<file path="config.mk">
export PLATFORM = sky130hd
export DESIGN_NAME = scl_timer
export DESIGN_NICKNAME = d
export VERILOG_FILES = /design/src/hw/scl_timer.sv
export VERILOG_INCLUDE_DIRS = /design/src /design/src/hw
export SDC_FILE = /design/constraint.sdc
export NUM_CORES = 1
export LEC_CHECK = 0
export BUFFER_PORTS_ARGS = -buffer_cell sky130_fd_sc_hd__buf_2
export CAP_MARGIN = 15
export CORE_AREA = 10 10 47 49
export DETAILED_ROUTE_END_ITERATION = 10
export DIE_AREA = 0 0 57 59
export SYNTH_ARGS = -nofsm -noshare
export SYNTH_HDL_FRONTEND = slang
export SYNTH_SLANG_ARGS = --single-unit
</file>
<file path="constraint.sdc">
create_clock -name clk -period 1.5 [get_ports clk]
set_clock_uncertainty 0.1 [all_clocks]
set_input_delay 0.15 -clock clk [delete_from_list [all_inputs] [get_ports clk]]
set_output_delay 0.15 -clock clk [all_outputs]
set_load 0.005 [all_outputs]
</file>
<file path="src/hw/rtp_defines.svh">
// ----------------------------------------
// touch panel controller constants
// bus timing, NS2009 address and commands
// ----------------------------------------
`ifndef RTP_DEFINES_SVH
`define RTP_DEFINES_SVH

// system clocks per half SCL period, ~400 kHz SCL at 25 MHz
`define RTP_SCL_HALF 31

// 7-bit slave address (0x90 write, 0x91 read on the wire)
`define RTP_DEV_ADDR 7'h48

// measurement commands, 12-bit mode
`define RTP_CMD_X  8'hC0
`define RTP_CMD_Y  8'hD0
`define RTP_CMD_Z1 8'hE0

// Z1 pressure level above which the panel counts as touched
`define RTP_TOUCH_MIN 12'd300

`endif
</file>
<file path="src/hw/scl_timer.sv">
// ----------------------------------------
// SCL timer
// tick per half SCL period, half_tick mid-way
// ----------------------------------------
`timescale 1ns/10ps
`default_nettype none
`include "rtp_defines.svh"

module scl_timer (
    input  logic clk,
    input  logic rst,
    input  logic run,        // master busy
    output logic tick,       // SCL edge point
    output logic half_tick   // mid-level sample point
);
    localparam int unsigned HALF = `RTP_SCL_HALF;
    localparam int unsigned CW   = $clog2(HALF);
    localparam logic [CW-1:0] LAST = CW'(HALF - 1);
    localparam logic [CW-1:0] MID  = CW'(HALF / 2 - 1);

    logic [CW-1:0] cnt;

    always_ff @(posedge clk) begin
        if (rst || !run) begin
            cnt       <= '0;       // parked at zero when idle
            tick      <= 1'b0;
            half_tick <= 1'b0;
        end else begin
            tick      <= (cnt == LAST);
            half_tick <= (cnt == MID);
            cnt       <= (cnt == LAST) ? '0 : cnt + 1'b1;
        end
    end

    a_strobes_apart: assert property (@(posedge clk) disable iff (rst) !(tick && half_tick));

endmodule

`default_nettype wire

</file>
==> run_results.csv <==
group,metric,value,unit
outcome,status,"finished clean",
finish,final_common_cell,"dfxtp_1",
timing,fmax,0.847,GHz
finish,synthToLayoutAreaGrowth,25.5,%
yosys,synth-seq-area-share,0.538,
yosys,synth.area.top_cells,"dfxtp_1, ha_1, nor2_1",
detailed_routing,drc,0,
detailed_routing,wl_per_cell,7.96,um
floorplan,rows,14,
job,max-cap-violations,0,
yosys,synth_cells,27,
setup_path,critPathCaptureType,"register",
setup_path,setup.worst_path.start_class,"register",
place,dp_cells,47,
timing,setup_viol,0,
power,vdd_drop_max,0.350,mV
timing,fin_crit_sh,0.787,
finish,diodes,0,
floorplan,core_area,0.00140,sq mm
timing,max_slew_margin,0.890,
cts,clock_sinks,7,
grt,first_global_vias,167,
yosys,synth_compound_area_frac,0,
cts,cts_buffers,3,
place,io_buffers,4,
setup_path,crit_arrival,1.23,ns
grt,grt_pass1_wl,662,um
timing,layout_setup_ws,0.320,ns
yosys,synth.net_count,32,
setup_path,crit_type,"reg -> reg",
floorplan,initial_core_util,0.186,
floorplan,fp.dieH,59,um
detailed_routing,first_pass_iters,2,
place,placed_cell_area,300,sq um
timing,finalSetupTns,0,ns
finish,final_cell_mix,"dfxtp_1, nor2_1, buf_2",
grt,grt_max_degree,6,
setup_path,critical_path_required,1.54,ns
yosys,synthXorXnorAreaFrac,0.101,
power,power,0.000368,W
cts,cts_root_buf,"clkbuf_4",
yosys,synth_top_area_frac,0.538,
yosys,synth_top_family_by_area,"simple AND/OR/NAND/NOR gates",
setup_path,cp_max_fo,4,
grt,antenna_found_initial,0,
yosys,synth_fa_ha_area_frac,0.0962,
yosys,avgSynthCellArea,9.64,sq um
worst_hold_path,hp-class,"in -> reg",
detailed_routing,drtIter0Drc,3,
floorplan,io_pins,5,
power,power_density,1130,mW/mm^2
floorplan,die_w,57,um
grt,grt_usage,0.0281,
cts,cts_tree,"done",
cts,cts_resized,0,
place,pre_cts_slack,0.322,ns
place,place.gp.congestion,0.733,
cts,path_clk_slew,0.05,ns
timing,hold_violations,0,
yosys,yosysTopAreaCell,"dfxtp_1",
floorplan,fp.dieArea,0.00336,sq mm
detailed_routing,dr_total_vias,193,
finish,instances_no_fill,51,
timing,grt_setup_unrepaired,"false",
timing,worst_pin_slew,0.165,ns
cts,cts_buffer_depth,2,
finish,fin_nets,41,
detailed_routing,ant_nets,0,
timing,slew_viol_final,0,
power,power_leakage,0.147,nW
finish,drive_gt1_frac,0.200,
cts,htreeDepth,1,
yosys,synthMuxAreaShare,0,
grt,globalRoute.totalOverflow,0,
yosys,synth_seq_cells,7,
timing,layout_min_cycle_time,1.18,ns
cts,insertion_delay,0.25,ns
detailed_routing,routed_wl,406,um
yosys,post_synth_num_cell_types,11,
finish,final_area,327,sq um
yosys,synth_simple_gate_area_frac,0.250,
cts,cts_hold_buffers,0,
yosys,yosys_warnings,0,
detailed_routing,routed_via_density,3.78,
cts,cts_setup_buffers,0,
yosys,syn-cell-area,260,sq um
-- sequential cells by signal (all words and copies together) (netlist names) --
name	count
half_tick	1
cnt	5
tick	1
-- through the flow --
step	hold slack (ns)	util
2_1_floorplan	0.212	-
3_3_place_gp	0.315	0.214
3_5_place_dp	0.316	0.214
4_1_cts	0.0474	0.233
5_1_grt	0.0799	0.233
6_report	0.0469	0.233
-- power by group --
part           switching [W]  leakage, nW  internal (W)
Sequential        0.00000240       0.0567      0.000189
Combinational     0.00000550       0.0754    0.00000477
Clock              0.0000652       0.0150      0.000101
Total              0.0000731        0.147      0.000295
-- final cells by class --
class,instances,area (sq um)
well taps,16,20.0
flip-flops and latches,7,140
multi-input cells,19,116
inverters,1,3.75
clock buffers,4,26.3
fillers,163,1070
repair buffers,4,20.0
-- worst max-delay path, stage by stage, from the launching register on --
cell     delay (ns)
dfxtp_1        0.36
inv_1          0.06
ha_1           0.20
and3_1         0.19
and3_1         0.17
-- synth_stat cells --
cell type	n
and3_1	2
dfxtp_1	7
ha_1	2
inv_1	1
nand2_1	2
nand3_1	2
nand4_1	1
nor2_1	6
nor2b_1	1
xnor2_1	1
xor2_1	2
-- path summary, 6_finish.rpt --
kind	startpoint	to	slack [ns]	cells after the start
worst min-delay path	rst	half_tick$_SDFF_PP0_	0.05	4
worst max register to register	cnt[0]$_SDFF_PP0_	tick$_SDFF_PP0_	0.32	4
worst max-delay path	cnt[0]$_SDFF_PP0_	tick$_SDFF_PP0_	0.32	4
worst min register to register	cnt[0]$_SDFF_PP0_	cnt[0]$_SDFF_PP0_	0.36	1
-- logic make-up after synthesis --
| family | after synthesis |
|---|---|
| flip-flops | 7 |
| buffers and inverters | 1 |
| AND/OR/NAND/NOR | 14 |
| XOR/XNOR | 3 |
| adder cells (fa/ha/maj) | 2 |
-- routing by layer --
metal  track usage  vias to the layer above  part of all wire
li1              -                      102                 -
met1        0.0261                       83              0.42
met2        0.0264                        6              0.41
met3        0.0365                        2              0.15
met4        0.0302                        0             0.017
met5             0                        -                 0
(Power assumes the default switching activity.)
