**config.mk**
```make
export PLATFORM = sky130hd
export DESIGN_NAME = touch_scanner
export DESIGN_NICKNAME = d
export VERILOG_FILES = /design/src/hw/rtp_pkg.sv /design/src/hw/touch_scanner.sv
export VERILOG_INCLUDE_DIRS = /design/src /design/src/hw
export SDC_FILE = /design/constraint.sdc
export NUM_CORES = 1
export LEC_CHECK = 0
export BUFFER_PORTS_ARGS = -buffer_cell sky130_fd_sc_hd__clkbuf_2
export CORE_ASPECT_RATIO = 1.4
export CORE_UTILIZATION = 39
export CTS_BUF_LIST = sky130_fd_sc_hd__clkbuf_8 sky130_fd_sc_hd__clkbuf_16
export CTS_CLUSTER_SIZE = 30
export DETAILED_ROUTE_END_ITERATION = 12
export PLACE_DENSITY_LB_ADDON = 0.1
export SETUP_SLACK_MARGIN = 0.1
export SLEW_MARGIN = 20
export SYNTH_ARGS = -nofsm -noshare
export SYNTH_HDL_FRONTEND = slang
export SYNTH_SLANG_ARGS = --single-unit
```
**constraint.sdc**
```tcl
create_clock -name clk -period 5.9 [get_ports clk]
set_input_delay 0.295 -clock clk [delete_from_list [all_inputs] [get_ports clk]]
set_output_delay 0.295 -clock clk [all_outputs]
set_load 0.05 [all_outputs]
```
**src/hw/rtp_defines.svh**
```systemverilog
// ----------------------------------------
// touch panel controller constants
// bus timing, NS2009 address and commands
// ----------------------------------------
`ifndef RTP_DEFINES_SVH
`define RTP_DEFINES_SVH

// system clocks per half SCL period, ~400 kHz SCL at 25 MHz
`define RTP_SCL_HALF 31

// 7-bit slave address (0x90 write, 0x91 read on the wire)
`define RTP_DEV_ADDR 7'h48

// measurement commands, 12-bit mode
`define RTP_CMD_X  8'hC0
`define RTP_CMD_Y  8'hD0
`define RTP_CMD_Z1 8'hE0

// Z1 pressure level above which the panel counts as touched
`define RTP_TOUCH_MIN 12'd300

`endif
```
**src/hw/rtp_pkg.sv**
```systemverilog
// ----------------------------------------
// touch panel controller types
// master FSM states, received read word
// ----------------------------------------
`default_nettype none

package rtp_pkg;

    typedef enum logic [3:0] {
        idle,   // bus released, waiting for load
        start,  // SDA falls with SCL high
        addr,   // address + r/w, slave ACK
        write,  // command byte, slave ACK
        read,   // two data bytes, master ACK/NACK
        stop    // SDA rises with SCL high
    } rtp_state_e;

    // the two bytes of a read, one word two views
    typedef union packed {
        struct packed {
            logic [7:0] hi_byte;  // first on the bus
            logic [7:0] lo_byte;
        } bytes;
        struct packed {
            logic [11:0] sample;  // msb first
            logic [3:0]  pad;     // low nibble, unused
        } meas;
    } rtp_rx_u;

endpackage

`default_nettype wire

```
**src/hw/touch_scanner.sv**
```systemverilog
// ----------------------------------------
// touch scanner
// X, Y, Z1 measurement sequence per scan
// ----------------------------------------
`timescale 1ns/10ps
`default_nettype none
`include "rtp_defines.svh"

module touch_scanner
    import rtp_pkg::*;
(
    input  logic        clk,
    input  logic        rst,
    input  logic        scan,
    input  logic        busy,
    input  logic        done,
    input  logic        nack,
    input  rtp_rx_u     rx,
    output logic        load,
    output logic        rd,
    output logic [7:0]  cmd,
    output logic [11:0] x,
    output logic [11:0] y,
    output logic [11:0] z1,
    output logic        touched,
    output logic        valid,
    output logic        err
);
    logic [2:0]  step;       // even = command write, odd = read
    logic        running;
    logic        issued;     // load given, waiting for done
    logic [7:0]  cmd_sel;
    logic [11:0] x_h, y_h;   // held until the whole scan succeeds

    always_comb begin
        case (step[2:1])
            2'd0:    cmd_sel = `RTP_CMD_X;
            2'd1:    cmd_sel = `RTP_CMD_Y;
            default: cmd_sel = `RTP_CMD_Z1;
        endcase
    end

    always_ff @(posedge clk) begin
        if (rst) begin
            step    <= 3'd0;
            running <= 1'b0;
            issued  <= 1'b0;
            load    <= 1'b0;
            valid   <= 1'b0;
            err     <= 1'b0;
            touched <= 1'b0;
        end else begin
            load  <= 1'b0;
            valid <= 1'b0;
            if (!running) begin
                if (scan) begin
                    running <= 1'b1;
                    step    <= 3'd0;
                    issued  <= 1'b0;
                    err     <= 1'b0;
                end
            end else if (!issued && !busy) begin
                load   <= 1'b1;
                rd     <= step[0];
                cmd    <= cmd_sel;
                issued <= 1'b1;
            end else if (issued && done) begin
                issued <= 1'b0;
                step   <= step + 3'd1;
                if (nack) begin
                    err     <= 1'b1;   // abort, results untouched
                    valid   <= 1'b1;
                    running <= 1'b0;
                end else if (step == 3'd1) begin
                    x_h <= rx.meas.sample;
                end else if (step == 3'd3) begin
                    y_h <= rx.meas.sample;
                end else if (step == 3'd5) begin
                    x       <= x_h;
                    y       <= y_h;
                    z1      <= rx.meas.sample;
                    touched <= (rx.meas.sample > `RTP_TOUCH_MIN);
                    valid   <= 1'b1;
                    running <= 1'b0;
                end
            end
        end
    end

    a_load_idle: assert property (@(posedge clk) disable iff (rst) $rose(load) |-> !busy);

endmodule

`default_nettype wire

```
==> results.tsv, run 1 <==
metric	value	unit
synth_compound_area_frac	0.0235	
internal_power	0.707	mW
die_h	95.7	um
viasPerCell	4.69	
layout_common_cells	edfxtp_1 (63), clkbuf_2 (60), nor2_1 (10)	
cts_hold_buf	0	
rsz0062_at_grt	false	
combPwrFrac	0.034	
overflow	0	
drt_first_pass_iters	4	
synth_mux_area_frac	0.00409	
yosys_warnings	0	
avgSynthCellArea	18.4	sq um
dp_slack	3320	ps
synth_cells	133	
synth_edf_count	63	
arrival	2490	ps
period_needed	2540	ps
clk_pin_slew_worst_paths	70	ps
clk_latency	330	ps
clockPowerShare	0.351	
vias	1291	
powerDensity	301	nW/um^2
seq_power_share	0.615	
fin_setup_tns	0	ps
hold_viol_final	0	
fmax	394	MHz
netSwitchingPower	0.192	mW
wl_per_cell	14.4	um
final_core_util	0.502	
end_kind	register	
port_buffers	60	
synth_cell_types	27	
insertedDiodeCount	0	
netlist_area	2440	sq um
relSlewSlack	0.346	
coreArea	5950	sq um
timing.hold.ws	186	ps
fin_nets	225	
cts_setup_buffers	0	
synth_top_family_by_area	simple AND/OR/NAND/NOR gates	
cts_tree	yes	
drive_above_1_share	0.400	
async_reset_ff_frac	0	
clock-sinks	72	
leakage	1.11	nW
num_rows	33	
synth-xor-area-share	0	
fp.dieW	68.9	um
fin_crit_sh	0.430	
clock_skew	4.21	ps
setup_viol	0	
drtIter0Drc	84	
dieArea	6590	sq um
pin_count	71	
htreeDepth	3	
dp_hpwl	2.79	mm
grt_pass1_wl	5.93	mm
power.share.switching	0.213	
ir_drop	126	uV
first_global_vias	1287	
worst_setup_path_start_kind	register	
max_cap_violations	0	
synthAdderAreaFrac	0.0154	
clk_path_buf_depth	2	
worstHoldPathType	input pin to register	
clockRootBuffer	clkbuf_8	
cp_max_fo	36	
synth-simple-area-share	0.0783	
remaining_drc_errors	0	
synth_flop_cell	edfxtp_1	
post-place-cells	259	
status	completed	
cts_resized	0	
required	5860	ps
cts_buffers	9	
setup_ws	3360	ps
grtUsageTotal	0.134	
ys_seq_elements	72	
crit_type	register to register	
report.final.slew_viol_count	0	
initial_core_util	0.411	
antenna_left	0	
routed_wl	3.97	mm
gp_congestion	0.654	
grt_max_degree	37	
seq_area_frac_synth	0.847	
area_growth	22.1	%
final_common_cell	edfxtp_1	
antenna_found_initial	0	
fin_cells	275	
worst_pin_slew	979	ps
## state kept, by name, summed over array words and instances (netlist names)
register  flops
rd            1
y            12
running       1
z1           12
cmd           2
x_h          12
valid         1
err           1
touched       1
step          3
y_h          12
issued        1
load          1
x            12
## logic make-up (layout without fill, tap and decap cells)
group | after synthesis | in the layout
buffers and inverters | 12 | 80
adder cells (fa/ha/maj) | 3 | 3
flip-flops | 72 | 72
AO/OA/AOI/OAI | 8 | 8
other | 2 | 6
multiplexers | 1 | 1
AND/OR/NAND/NOR | 35 | 35
## path summary, 6_finish.rpt
path / to / from / depth (start not counted) / slack [ps]
worst max-delay path: y[1] / running / 3 / 3360
worst max register to register: y[1] / running / 3 / 3360
worst min-delay path: z1[9] / rx[13] / 1 / 190
worst min register to register: x[7] / x_h[7] / 0 / 420
## metal layers
layer	vias up	wire (um)	global-route usage	part of all wire
met5	-	0	0	0
met4	0	99	0.0918	0.025
met3	8	181	0.0455	0.046
met2	40	2200	0.231	0.55
met1	615	1490	0.130	0.37
li1	628	-	-	-
## synth_stat cells (all sizes together), types with 3 or more instances
cell,instances,share of area
nand3,3,0.0061
edfxtp,63,0.77
nor4,3,0.0077
a21oi,4,0.0082
clkbuf,3,0.0046
buf,7,0.020
dfxtp,9,0.074
nor4b,3,0.011
ha,3,0.015
nand2,5,0.0077
nor2,11,0.017
## critical path, stage by stage, from the launching register on
cell and delay, ps:
dfxtp_1 440, nand3_1 360, or4_4 570, nor2_4 760
## cell type report
class | instances | area, sq um
Clock buffer | 9 | 124
Fill cell | 544 | 2960
Clock inverter | 7 | 40.0
Sequential cell | 72 | 2070
Tap cell | 70 | 87.6
Multi-Input combinational cell | 53 | 339
Timing Repair Buffer | 62 | 315
Inverter | 2 | 7.51
## metrics by stage
stage	instance area, sq um	total power [mW]
5_1_grt	2990	0.933
2_1_floorplan	2460	0.585
6_report	2990	0.899
4_1_cts	2990	0.912
3_5_place_dp	2820	0.596
3_3_place_gp	2820	0.594
## power by group through the flow
stage	Combinational (mW)	Sequential, mW	Clock [mW]
after floorplan	0.0186	0.566	0
after global placement	0.0299	0.564	0
after detailed placement	0.0313	0.564	0
after CTS	0.0313	0.553	0.328
after global routing	0.0334	0.553	0.347
final	0.0309	0.553	0.315
Power figures use the tool's default switching activity.
==> run 2: changes to the inputs <==
--- a/config.mk
+++ b/config.mk
@@ -6,6 +6,7 @@
 export SDC_FILE = /design/constraint.sdc
 export NUM_CORES = 1
 export LEC_CHECK = 0
+export ABC_AREA = 1
 export BUFFER_PORTS_ARGS = -buffer_cell sky130_fd_sc_hd__clkbuf_2
 export CORE_ASPECT_RATIO = 1.4
 export CORE_UTILIZATION = 39
==> constraint.sdc (replaced) <==
create_clock -name clk -period 2.5 [get_ports clk]
set_input_delay 0.125 -clock clk [delete_from_list [all_inputs] [get_ports clk]]
set_output_delay 0.125 -clock clk [all_outputs]
set_load 0.05 [all_outputs]
==> results.tsv, run 2 <==
metric	value	unit
status	completed	
seq_area_frac_synth	0.831	
end_kind	register	
synth-simple-area-share	0.0888	
vias	1432	
synthAdderAreaFrac	0.0151	
antenna_found_initial	0	
synth.top_cell.area_share	0.759	
grtUsageTotal	0.137	
remaining_drc_errors	0	
antenna_left	0	
cts_tree	yes	
seq_area	2070	sq um
num_rows	34	
synth_top_family_by_area	simple AND/OR/NAND/NOR gates	
crit_type	register to register	
n_fill_cell	552	
ir_drop	462	uV
clock-sinks	72	
insertedDiodeCount	0	
clk_latency	330	ps
synth_flop_cell	edfxtp_1	
setup_ws	572	ps
setup_viol	0	
first_global_vias	1440	
area_growth	25.6	%
port_buffers	60	
fin_nets	256	
avgSynthCellArea	15.8	sq um
clockRootBuffer	clkbuf_8	
multiInputGateArea	345	sq um
required	2470	ps
drtIter0Drc	71	
fin_cells	307	
synth_edf_count	63	
dp_hpwl	3.03	mm
ys_seq_elements	72	
period_needed	1930	ps
dp_slack	579	ps
clk_pin_slew_worst_paths	70	ps
cts_buffers	9	
fp.dieW	69.6	um
synth_compound_area_frac	0.0226	
synth_cell_types	21	
cp_max_fo	36	
overflow	0	
netlist_area	2490	sq um
post-place-cells	290	
worst_setup_path_start_kind	register	
coreArea	6210	sq um
wl_per_cell	14.0	um
dieArea	6720	sq um
leakage	1.21	nW
gp_congestion	0.749	
yosys_warnings	0	
layout_common_cells	edfxtp_1 (63), clkbuf_2 (60), nor2_1 (18)	
yosysTopAreaCell	edfxtp_1	
grt_max_degree	37	
viasPerCell	4.66	
drt_first_pass_iters	4	
max_cap_violations	0	
routed_wl	4.30	mm
fin_setup_tns	0	ps
htreeDepth	3	
pin_count	71	
final_core_util	0.504	
synth-xor-area-share	0	
drive_above_1_share	0.366	
initial_core_util	0.401	
report.final.slew_viol_count	0	
fmax	519	MHz
clk_path_buf_depth	2	
final_common_cell	edfxtp_1	
rsz0062_at_grt	false	
clock_skew	6.45	ps
synth_mux_area_frac	0	
fin_crit_sh	0.771	
cts_resized	0	
grt_pass1_wl	6.75	mm
hold_viol_final	0	
synth_cells	158	
arrival	1900	ps
ys_top_cells_by_count	edfxtp_1 (63), nor2_1 (19), nand2_1 (17)	
async_reset_ff_frac	0	
yosysMostFrequentCell	edfxtp_1	
synthTopCellsByArea	edfxtp_1 (76%), dfxtp_1 (7.2%), nor2_1 (2.9%), nand2_1 (2.6%), buf_4 (1.8%)	
finalPower	2.43	mW
powerDensity	777	nW/um^2
die_h	96.6	um
worstHoldPathType	input pin to register	
## run 2: cell count changes in the layout (fill, tap and decap cells not counted), moves of 2 or more
cell / before / now
inv_1: 3 / 12
dlygate4sd3_1: 0 / 2
nor4b_1: 3 / 0
nand2_1: 5 / 17
bufinv_16: 0 / 3
nand3_1: 3 / 5
a21oi_1: 4 / 6
clkinv_2: 4 / 0
or2_2: 0 / 3
a31oi_1: 2 / 0
o21ai_0: 0 / 4
nor2_1: 10 / 18
nor4_2: 2 / 0
## run 2: final timing paths
path	start	end	slack, ps	depth (start not counted)
setup / recovery	step[0]	x[6]	570	5
hold / removal	rx[15]	z1[11]	30	1
setup reg to reg	step[0]	x[6]	570	5
hold reg to reg	y_h[7]	y[7]	420	0
## run 2: cells by family (layout without fill, tap and decap cells)
group,Yosys count,count (layout)
DFF,72,72
and+or+nand+nor,50,50
buffers and inverters,20,93
AOI/OAI and AO/OA,11,11
adders and majority gates,3,3
other,2,6
## run 2: cell type report
class / instances / area share
Clock inverter: 6 / 0.0348
Multi-Input combinational cell: 70 / 0.110
Timing Repair Buffer: 65 / 0.109
Tap cell: 72 / 0.0288
Inverter: 13 / 0.0156
Sequential cell: 72 / 0.662
Clock buffer: 9 / 0.0396
## run 2: stage by stage
step,hold slack [ps],cell area (sq um)
after global placement,357,2880
after detailed placement,359,2880
after floorplan,194,2510
final,28.4,3130
after CTS,3.73,3120
after global routing,6.47,3130
## run 2: metal layers
| metal | track usage | share of wire | vias up |
|---|---|---|---|
| li1 | - | - | 681 |
| met1 | 0.131 | 0.37 | 684 |
| met2 | 0.236 | 0.54 | 57 |
| met4 | 0.0926 | 0.029 | 0 |
| met3 | 0.0531 | 0.057 | 10 |
| met5 | 0 | 0 | - |
## run 2: power by group
| part | switching, mW | internal, mW |
|---|---|---|
| registers | 0.00380 | 1.30 |
| clock network | 0.397 | 0.653 |
| logic | 0.0588 | 0.0214 |
| total | 0.459 | 1.98 |
## run 2: timing repair
item | in CTS | in global routing
hold buffers | 1 | 1
setup buffers | 0 | 0
setup endpoints to repair | 0 | 0
endpoints found under the hold margin | 3 | 2
## run 2: worst max-delay path: stages (launching register included)
cell and delay (ps):
dfxtp_1 360, ha_1 230, ha_1 190, or2_4 270
nor2_4 100, buf_4 410
