===== src/hw/rtp_defines.svh =====
// ----------------------------------------
// touch panel controller constants
// bus timing, NS2009 address and commands
// ----------------------------------------
`ifndef RTP_DEFINES_SVH
`define RTP_DEFINES_SVH

// system clocks per half SCL period, ~400 kHz SCL at 25 MHz
`define RTP_SCL_HALF 31

// 7-bit slave address (0x90 write, 0x91 read on the wire)
`define RTP_DEV_ADDR 7'h48

// measurement commands, 12-bit mode
`define RTP_CMD_X  8'hC0
`define RTP_CMD_Y  8'hD0
`define RTP_CMD_Z1 8'hE0

// Z1 pressure level above which the panel counts as touched
`define RTP_TOUCH_MIN 12'd300

`endif

===== src/hw/rtp_pkg.sv =====
// ----------------------------------------
// touch panel controller types
// master FSM states, received read word
// ----------------------------------------
`default_nettype none

package rtp_pkg;

    typedef enum logic [3:0] {
        idle,   // bus released, waiting for load
        start,  // SDA falls with SCL high
        addr,   // address + r/w, slave ACK
        write,  // command byte, slave ACK
        read,   // two data bytes, master ACK/NACK
        stop    // SDA rises with SCL high
    } rtp_state_e;

    // the two bytes of a read, one word two views
    typedef union packed {
        struct packed {
            logic [7:0] hi_byte;  // first on the bus
            logic [7:0] lo_byte;
        } bytes;
        struct packed {
            logic [11:0] sample;  // msb first
            logic [3:0]  pad;     // low nibble, unused
        } meas;
    } rtp_rx_u;

endpackage

`default_nettype wire


===== src/hw/i2c_rtp_master.sv =====
// ----------------------------------------
// I2C master for the NS2009 touch panel
// one write or two-byte read per load strobe
// open-drain enables, slave ACK checking
// ----------------------------------------
`timescale 1ns/10ps
`default_nettype none
`include "rtp_defines.svh"

module i2c_rtp_master
    import rtp_pkg::*;
(
    input  logic       clk,
    input  logic       rst,
    input  logic       load,       // start one transaction
    input  logic       rd,         // 1 = read, 0 = command write
    input  logic [7:0] cmd,
    input  logic       tick,
    input  logic       half_tick,
    input  logic       sda_in,
    output logic       busy,
    output logic       done,       // one-cycle pulse after STOP
    output logic       nack,       // valid with done
    output rtp_rx_u    rx,         // valid with done on reads
    output logic       sda_oe,     // 1 pulls SDA low
    output logic       scl_oe      // 1 pulls SCL low
);
    rtp_state_e state;
    logic [1:0] ph;          // step within a bit
    logic [3:0] bit_cnt;     // 0..7 data, 8 = ACK slot
    logic [7:0] shreg;       // outgoing byte, msb first
    logic [7:0] cmd_q;
    logic       rd_q;
    logic       second;      // second read byte
    logic [1:0] sda_q;       // pad synchronizer
    logic       ack_slot;
    rtp_rx_u    rx_q;

    assign ack_slot = (bit_cnt == 4'd8);
    assign rx       = rx_q;

    always_ff @(posedge clk) begin
        sda_q <= {sda_q[0], sda_in};
    end

    // bit = tick: SCL low + set SDA, tick: release SCL, half_tick: sample
    always_ff @(posedge clk) begin
        if (rst) begin
            state   <= idle;
            ph      <= 2'd0;
            bit_cnt <= 4'd0;
            second  <= 1'b0;
            busy    <= 1'b0;
            done    <= 1'b0;
            nack    <= 1'b0;
            sda_oe  <= 1'b0;
            scl_oe  <= 1'b0;
        end else begin
            done <= 1'b0;
            case (state)
                idle: begin
                    sda_oe <= 1'b0;
                    scl_oe <= 1'b0;
                    if (load) begin
                        shreg   <= {`RTP_DEV_ADDR, rd};
                        cmd_q   <= cmd;
                        rd_q    <= rd;
                        nack    <= 1'b0;
                        busy    <= 1'b1;
                        ph      <= 2'd0;
                        bit_cnt <= 4'd0;
                        second  <= 1'b0;
                        state   <= start;
                    end
                end
                start: begin
                    if (tick) begin
                        sda_oe <= 1'b1;    // SDA falls, SCL still high
                        state  <= addr;
                    end
                end
                addr, write: begin
                    if (tick && ph == 2'd0) begin
                        scl_oe <= 1'b1;
                        sda_oe <= ack_slot ? 1'b0 : ~shreg[7];  // release for slave ACK
                        ph     <= 2'd1;
                    end else if (tick && ph == 2'd1) begin
                        scl_oe <= 1'b0;
                        ph     <= 2'd2;
                    end else if (half_tick && ph == 2'd2) begin
                        ph <= 2'd0;
                        if (!ack_slot) begin
                            shreg   <= {shreg[6:0], 1'b0};
                            bit_cnt <= bit_cnt + 4'd1;
                        end else begin
                            bit_cnt <= 4'd0;
                            shreg   <= cmd_q;          // next byte on writes
                            if (sda_q[1]) begin
                                nack  <= 1'b1;         // no ACK, straight to STOP
                                state <= stop;
                            end else if (state == addr) begin
                                state <= rd_q ? read : write;
                            end else begin
                                state <= stop;
                            end
                        end
                    end
                end
                read: begin
                    if (tick && ph == 2'd0) begin
                        scl_oe <= 1'b1;
                        sda_oe <= ack_slot && !second;  // ACK first byte, NACK last
                        ph     <= 2'd1;
                    end else if (tick && ph == 2'd1) begin
                        scl_oe <= 1'b0;
                        ph     <= 2'd2;
                    end else if (half_tick && ph == 2'd2) begin
                        ph <= 2'd0;
                        if (!ack_slot) begin
                            bit_cnt <= bit_cnt + 4'd1;
                            if (!second)
                                rx_q.bytes.hi_byte <= {rx_q.bytes.hi_byte[6:0], sda_q[1]};
                            else
                                rx_q.bytes.lo_byte <= {rx_q.bytes.lo_byte[6:0], sda_q[1]};
                        end else begin
                            bit_cnt <= 4'd0;
                            second  <= 1'b1;
                            if (second)
                                state <= stop;
                        end
                    end
                end
                stop: begin
                    case (ph)
                        2'd0: if (tick) begin
                            scl_oe <= 1'b1;
                            sda_oe <= 1'b1;    // SDA low under SCL low
                            ph     <= 2'd1;
                        end
                        2'd1: if (tick) begin
                            scl_oe <= 1'b0;
                            ph     <= 2'd2;
                        end
                        2'd2: if (tick) begin
                            sda_oe <= 1'b0;    // SDA rises, the STOP itself
                            ph     <= 2'd3;
                        end
                        default: begin
                            ph    <= 2'd0;
                            busy  <= 1'b0;
                            done  <= 1'b1;
                            state <= idle;
                        end
                    endcase
                end
                default: state <= idle;
            endcase
        end
    end

    a_busy_state: assert property (@(posedge clk) disable iff (rst) (state == idle) == !busy);

    // data only moves under SCL low, START/STOP excepted
    a_sda_stable: assert property (@(posedge clk) disable iff (rst)
        $changed(sda_oe) |-> scl_oe || ($past(state) inside {start, stop}));

endmodule

`default_nettype wire


===== config.mk =====
export PLATFORM = sky130hd
export DESIGN_NAME = i2c_rtp_master
export DESIGN_NICKNAME = d
export VERILOG_FILES = /design/src/hw/rtp_pkg.sv /design/src/hw/i2c_rtp_master.sv
export VERILOG_INCLUDE_DIRS = /design/src /design/src/hw
export SDC_FILE = /design/constraint.sdc
export NUM_CORES = 1
export LEC_CHECK = 0
export ABC_AREA = 0
export BUFFER_PORTS_ARGS = -buffer_cell sky130_fd_sc_hd__buf_4
export CELL_PAD_IN_SITES_DETAIL_PLACEMENT = 0
export CELL_PAD_IN_SITES_GLOBAL_PLACEMENT = 1
export CORE_MARGIN = 5
export CORE_UTILIZATION = 47
export CTS_CLUSTER_DIAMETER = 30
export DETAILED_ROUTE_END_ITERATION = 16
export MAX_ROUTING_LAYER = met4
export PLACE_DENSITY_LB_ADDON = 0.3
export SYNTH_ARGS = -nofsm -noshare
export SYNTH_HDL_FRONTEND = slang
export SYNTH_SLANG_ARGS = --single-unit

===== constraint.sdc =====
create_clock -name clk -period 7.71 [get_ports clk]
set_clock_uncertainty 0.2 [all_clocks]
set_input_delay 1.542 -clock clk [delete_from_list [all_inputs] [get_ports clk]]
set_output_delay 1.542 -clock clk [all_outputs]
set_load 0.01 [all_outputs]

==> flow_summary.toml, run 1 <==
[critical_path]
cp_data_arrival_time_ns = 3.15
path_max_fanout = 12
max_stage_delay_ns = 0.95
cpMaxStageDelayCell = "a211oi_1"
cp_cell_sequence = "buf_4 -> o21ai_1 -> and2_1 -> nand2_1 -> a211oi_1"
cp-start-kind = "input pin"
r2r_end = "shreg[3]$_SDFFCE_PN0P_"
r2r.worst_path.cells = 6
cp.required_ns = 7.43
crit_type = "in -> reg"
worstReg2RegStart = "ph[0]$_SDFFE_PP0P_"
endpoint_kind = "register"
r2r_slack_ns = 4.75

[sta]
maxSlewViolCount = 0
setup_viol = 0
period_minus_slack_ns = 3.43
final.setup.worst_slack_ns = 4.28
grt_setup_unrepaired = "no"
max_freq_mhz = 292
finalHoldViolCount = 0
fin_tns_setup_ns = 0
timing.slew.headroom_pct = 21.3
post-route-period-util_pct = 44.5
tightest_slew_ns = 1.17

[floorplan]
core_um2 = 4750
die_area_um2 = 6410
die_y_um = 80.0
placementRows = 25
die_w_um = 80.0
start_util_pct = 48.5
pin_count = 36

[cts]
clk_pin_slew_ns = 0.09
clkLatencyLatePin_ns = 0.30
cts_hold_buffers = 0
cts_buffer_depth = 2
cts_buffers = 5
cts.sinks = 50
root_buffer = "clkbuf_8"
cts-htree-levels = 2
post_cts_buffers = 0
cts_tree = "built"
ctsResizeCount = 0

[routing]
first_pass_iters = 4
viasPerCell = 5.34
num_vias = 1619
routed_wl_um = 4460
antenna_left = 0
drc = 0
post_drt_wl_per_cell_um = 14.7
drtIter0Drc = 125

[layout]
n_antenna_cell = 0
drive_above_1_share_pct = 22.9
fillerInstances = 436
final_common_cell = "buf_4"
syn_to_final_growth_pct = 17.2
fin_area_um2 = 2700
finish.utilization_pct = 56.8
fin_nets = 257
mostFrequentLayoutCells = "36 x buf_4, 33 x edfxtp_1, 29 x nand2_1, 17 x dfxtp_1"
fin_cells = 303

[pwr]
leakage_nw = 0.994
p_comb_share_pct = 28.5
p_sw_w = 0.000257
internal_power_w = 0.000509
vdd_drop_max_mv = 0.186
swShare_pct = 33.6
p_per_area_nw_per_um2 = 283
p_clk_share_pct = 25.4
p_seq_share_pct = 46.1

[synthesis]
async_flop_share_pct = 0
syn-num-nets = 227
yosysUniqueCellTypes = 51
yosysSeqAreaShare_pct = 57.7
syn_inst = 205
syn_area_um2 = 2310
synth.avg_cell_area_um2 = 11.2
synth_edf_count = 33
ys_ff_latch = 50
synth_top_flop_cell = "edfxtp_1"
synth_warnings = 0

[placed_design]
hpwl_um = 3110
routabilityCongestion = 0.828
pre_cts_ws_ns = 3.97
dp.cells = 295
placed_cell_area_um2 = 2580
numPortBuffers = 35

[global_routing]
grt_pass1_wl_um = 7280
gr-usage-all-layers_pct = 15.1
overflow = 0
grt_max_degree = 22
grt_pass1_vias = 1535
antenna_found_initial = 0

[min_path]
hp-class = "reg -> reg"
hold_path_end = "sda_q[1]$_DFF_P_"
hold_start = "sda_q[0]$_DFF_P_"
worstHoldPathCells = 0

[flow_run]
drv_cap = 0

[outcome]
status = "finished, final reports clean"
==> state kept, by name, indices dropped and copies added (netlist names), 2 cells and up <==
register	cells
rx	16
cmd_q	8
shreg	8
bit_cnt	4
state	3
ph	2
sda_q	2
==> worst max path at each step <==
stage	from	end	slack, ns	cells after the start
finish	tick	shreg[3]$_SDFFCE_PN0P_	4.28	5
global route	tick	shreg[2]$_SDFFCE_PN0P_	4.10	5
CTS	tick	shreg[3]$_SDFFCE_PN0P_	4.29	5
detailed placement	tick	shreg[4]$_SDFFCE_PN1P_	3.97	5
global placement	tick	shreg[5]$_SDFFCE_PN0P_	4.00	5
floorplan	half_tick	rx[0]$_DFFE_PP_	4.16	4
==> layer usage <==
layer | wire length [um] | global-route usage, % | up-vias | part of all wire (%)
li1 | - | - | 816 | -
met1 | 2100 | 19.2 | 764 | 47
met2 | 2150 | 23.4 | 31 | 48
met3 | 153 | 3.61 | 8 | 3.4
met4 | 65 | 5.41 | 0 | 1.5
met5 | 0 | - | - | 0
==> through the flow <==
stage	total power, W	hold slack, ns
after floorplan	0.000540	0.110
after global placement	0.000579	0.111
final	0.000766	0.133
after global routing	0.000813	0.148
after CTS	0.000772	0.136
after detailed placement	0.000578	0.114
==> cell usage after synthesis (2+ instances only) <==
library cell	number	area, um^2
a211oi_1	2	15.0
a21oi_1	15	75.1
a32oi_1	2	17.5
and2_1	2	12.5
buf_2	2	10.0
buf_4	3	22.5
buf_6	3	33.8
clkbuf_1	5	18.8
dfxtp_1	17	340
edfxtp_1	33	991
ha_1	7	87.6
inv_1	7	26.3
mux2i_1	3	30.0
nand2_1	29	109
nand3_1	8	40.0
nand3b_1	3	22.5
nor2_1	15	56.3
nor2b_1	3	18.8
nor3_1	3	15.0
o2111ai_1	2	17.5
o211ai_1	3	22.5
o21ai_0	8	40.0
o41ai_1	2	17.5
==> kinds of logic after synthesis <==
kind of cell / after synthesis / synth area share (%)
muxes: 4 / 1.79
buffers and inverters: 20 / 4.83
and+or+nand+nor: 73 / 16.1
AOI/OAI and AO/OA: 51 / 15.8
adders and majority gates: 7 / 3.80
DFF: 50 / 57.7
==> critical path, delay by kind of cell <==
kind	cells	cell delay, ns
AO/OA/AOI/OAI	2	1.11
buffers and inverters	1	0.15
AND/OR/NAND/NOR	2	0.35
==> layout make-up <==
| type | instances | area [um^2] | share of cell area (%) |
|---|---|---|---|
| Sequential cell | 50 | 1330 | 49.3 |
| Multi-Input combinational cell | 135 | 870 | 32.2 |
| Timing Repair Buffer | 36 | 270 | 10.0 |
| Tap cell | 67 | 83.8 | 3.10 |
| Clock buffer | 6 | 82.6 | 3.06 |
| Clock inverter | 2 | 38.8 | 1.44 |
| Inverter | 7 | 26.3 | 0.972 |
==> power groups by stage <==
stage                     Clock (W)  Sequential, W  Combinational [W]
final                      0.000194       0.000353           0.000218
after detailed placement          0       0.000359           0.000219
after floorplan                   0       0.000332           0.000209
after global routing       0.000211       0.000359           0.000243
after CTS                  0.000200       0.000353           0.000219
after global placement            0       0.000360           0.000219
No activity file was read; power rests on OpenSTA's default activity.
==> run 2, diff against run 1 <==
Settings changed: CORE_UTILIZATION 47 to 44.
Clock period 7.71 ns to 3.5 ns, I/O delays scaled along.
==> run 2 against run 1 <==
Register-to-register slack got worse by 4.1 ns. Sequential power rose by 110%. Flip-flop and latch count did not move. Sequential share of layout area barely moved. Clock power rose by 74%. Wire length rose by 4.6%. First-iteration DRC count rose by 23%. Critical path depth rose by 1. Count of clock-buffer cells in the layout fell by 1. Critical path type is now reg -> reg. Critical endpoint is now rx[4]$_DFFE_PP_. Largest cell class unchanged.
==> flow_summary.toml, run 2 (synthesis gave the netlist of run 1 again) <==
[layout]
fin_nets = 261
ff_latch_area_um2 = 1330
fillerInstances = 490
drive_above_1_share_pct = 23.8
mostFrequentLayoutCells = "40 x buf_4, 33 x edfxtp_1, 29 x nand2_1, 17 x dfxtp_1"
n_antenna_cell = 0
multi_input_area_um2 = 870
largest_reg_flops = 16
fin_cells = 310
finish.utilization_pct = 52.9
final_common_cell = "buf_4"
syn_to_final_growth_pct = 17.3

[cts]
cts-htree-levels = 2
cts_hold_buffers = 0
root_buffer = "clkbuf_8"
cts_tree = "built"
cts_buffer_depth = 2
cts_buffers = 5
post_cts_buffers = 0
clk_pin_slew_ns = 0.09
clkLatencyLatePin_ns = 0.30
ctsResizeCount = 0
cts.sinks = 50

[min_path]
hp-class = "reg -> reg"

[floorplan]
die_w_um = 82.4
pin_count = 36
core_um2 = 5110
placementRows = 26
start_util_pct = 45.1
die_y_um = 82.4
die_area_um2 = 6790

[routing]
antenna_left = 0
post_drt_wl_per_cell_um = 15.0
viasPerCell = 5.33
routed_wl_um = 4670
first_pass_iters = 4
drc = 0
drtIter0Drc = 154
num_vias = 1651

[global_routing]
grt_pass1_vias = 1529
overflow = 0
gr-usage-all-layers_pct = 15.8
antenna_found_initial = 0
grt_pass1_wl_um = 7810
grt_max_degree = 22

[sta]
post-route-period-util_pct = 80.7
grt_setup_unrepaired = "no"
fin_tns_setup_ns = 0
maxSlewViolCount = 0
setup_viol = 0
finalHoldViolCount = 0
final.setup.worst_slack_ns = 0.675
max_freq_mhz = 354
timing.slew.headroom_pct = 41.3
tightest_slew_ns = 0.878
period_minus_slack_ns = 2.83

[placed_design]
routabilityCongestion = 0.848
dp.cells = 302
numPortBuffers = 35
pre_cts_ws_ns = 0.722
hpwl_um = 3250

[critical_path]
crit_type = "reg -> reg"
path_max_fanout = 10
endpoint_kind = "register"
cp.required_ns = 3.24
cp-start-kind = "register"
cp_data_arrival_time_ns = 2.56

[flow_run]
drv_cap = 0

[pwr]
vdd_drop_max_mv = 0.316
p_per_area_nw_per_um2 = 603
leakage_nw = 0.996

[outcome]
status = "finished, final reports clean"
run 2: cell types whose count changed in the layout (fill, tap and decap cells not counted), sizes merged:
| cell | delta |
|---|---|
| bufinv | -1 |
| clkbuf | -1 |
| clkinv | +1 |
| buf | +4 |
| clkinvlp | +1 |
run 2: metrics by stage:
stage / power [W] / cell area (um^2) / hold WS, ns
after floorplan: 0.00119 / 2310 / 0.110
after detailed placement: 0.00130 / 2620 / 0.115
final: 0.00163 / 2700 / 0.135
after CTS: 0.00164 / 2700 / 0.137
after global placement: 0.00130 / 2620 / 0.113
after global routing: 0.00175 / 2700 / 0.157
run 2: where the power goes:
| part | leakage, nW | switching (W) | total, W | internal, W |
|---|---|---|---|---|
| logic | 0.518 | 0.000323 | 0.000537 | 0.000214 |
| registers | 0.436 | 0.0000624 | 0.000755 | 0.000693 |
| clock network | 0.0422 | 0.000197 | 0.000338 | 0.000141 |
| total | 0.996 | 0.000582 | 0.00163 | 0.00105 |
run 2: worst paths after layout:
kind              slack [ns]  cells after the start               start               end
setup / recovery        0.67                      6  ph[0]$_SDFFE_PP0P_   rx[4]$_DFFE_PP_
hold / removal          0.13                      0    sda_q[0]$_DFF_P_  sda_q[1]$_DFF_P_
hold reg to reg         0.13                      0    sda_q[0]$_DFF_P_  sda_q[1]$_DFF_P_
setup reg to reg        0.67                      6  ph[0]$_SDFFE_PP0P_   rx[4]$_DFFE_PP_
run 2: layout make-up:
type	instances	share of cell area, %
inverters	7	0.972
flip-flops and latches	50	49.2
clock inverters	3	0.740
clock buffers	5	2.55
multi-input cells	135	32.2
well taps	70	3.24
repair buffers	40	11.1
run 2: metal layers:
metal  share of wire [%]  vias up  track usage (%)
met5                   0        -                -
met4                 1.6        0             5.65
met3                 4.7       10             4.12
met2                  47       43             22.6
met1                  47      776             21.7
li1                    -      822                -
run 2: worst max-delay path: stages, from the launching register on:
cell and delay [ns]:
dfxtp_1 0.40, inv_1 0.09, ha_1 0.32, o21ai_1 0.33, and2_1 0.27, nand2_1 0.10
nor4b_2 0.74
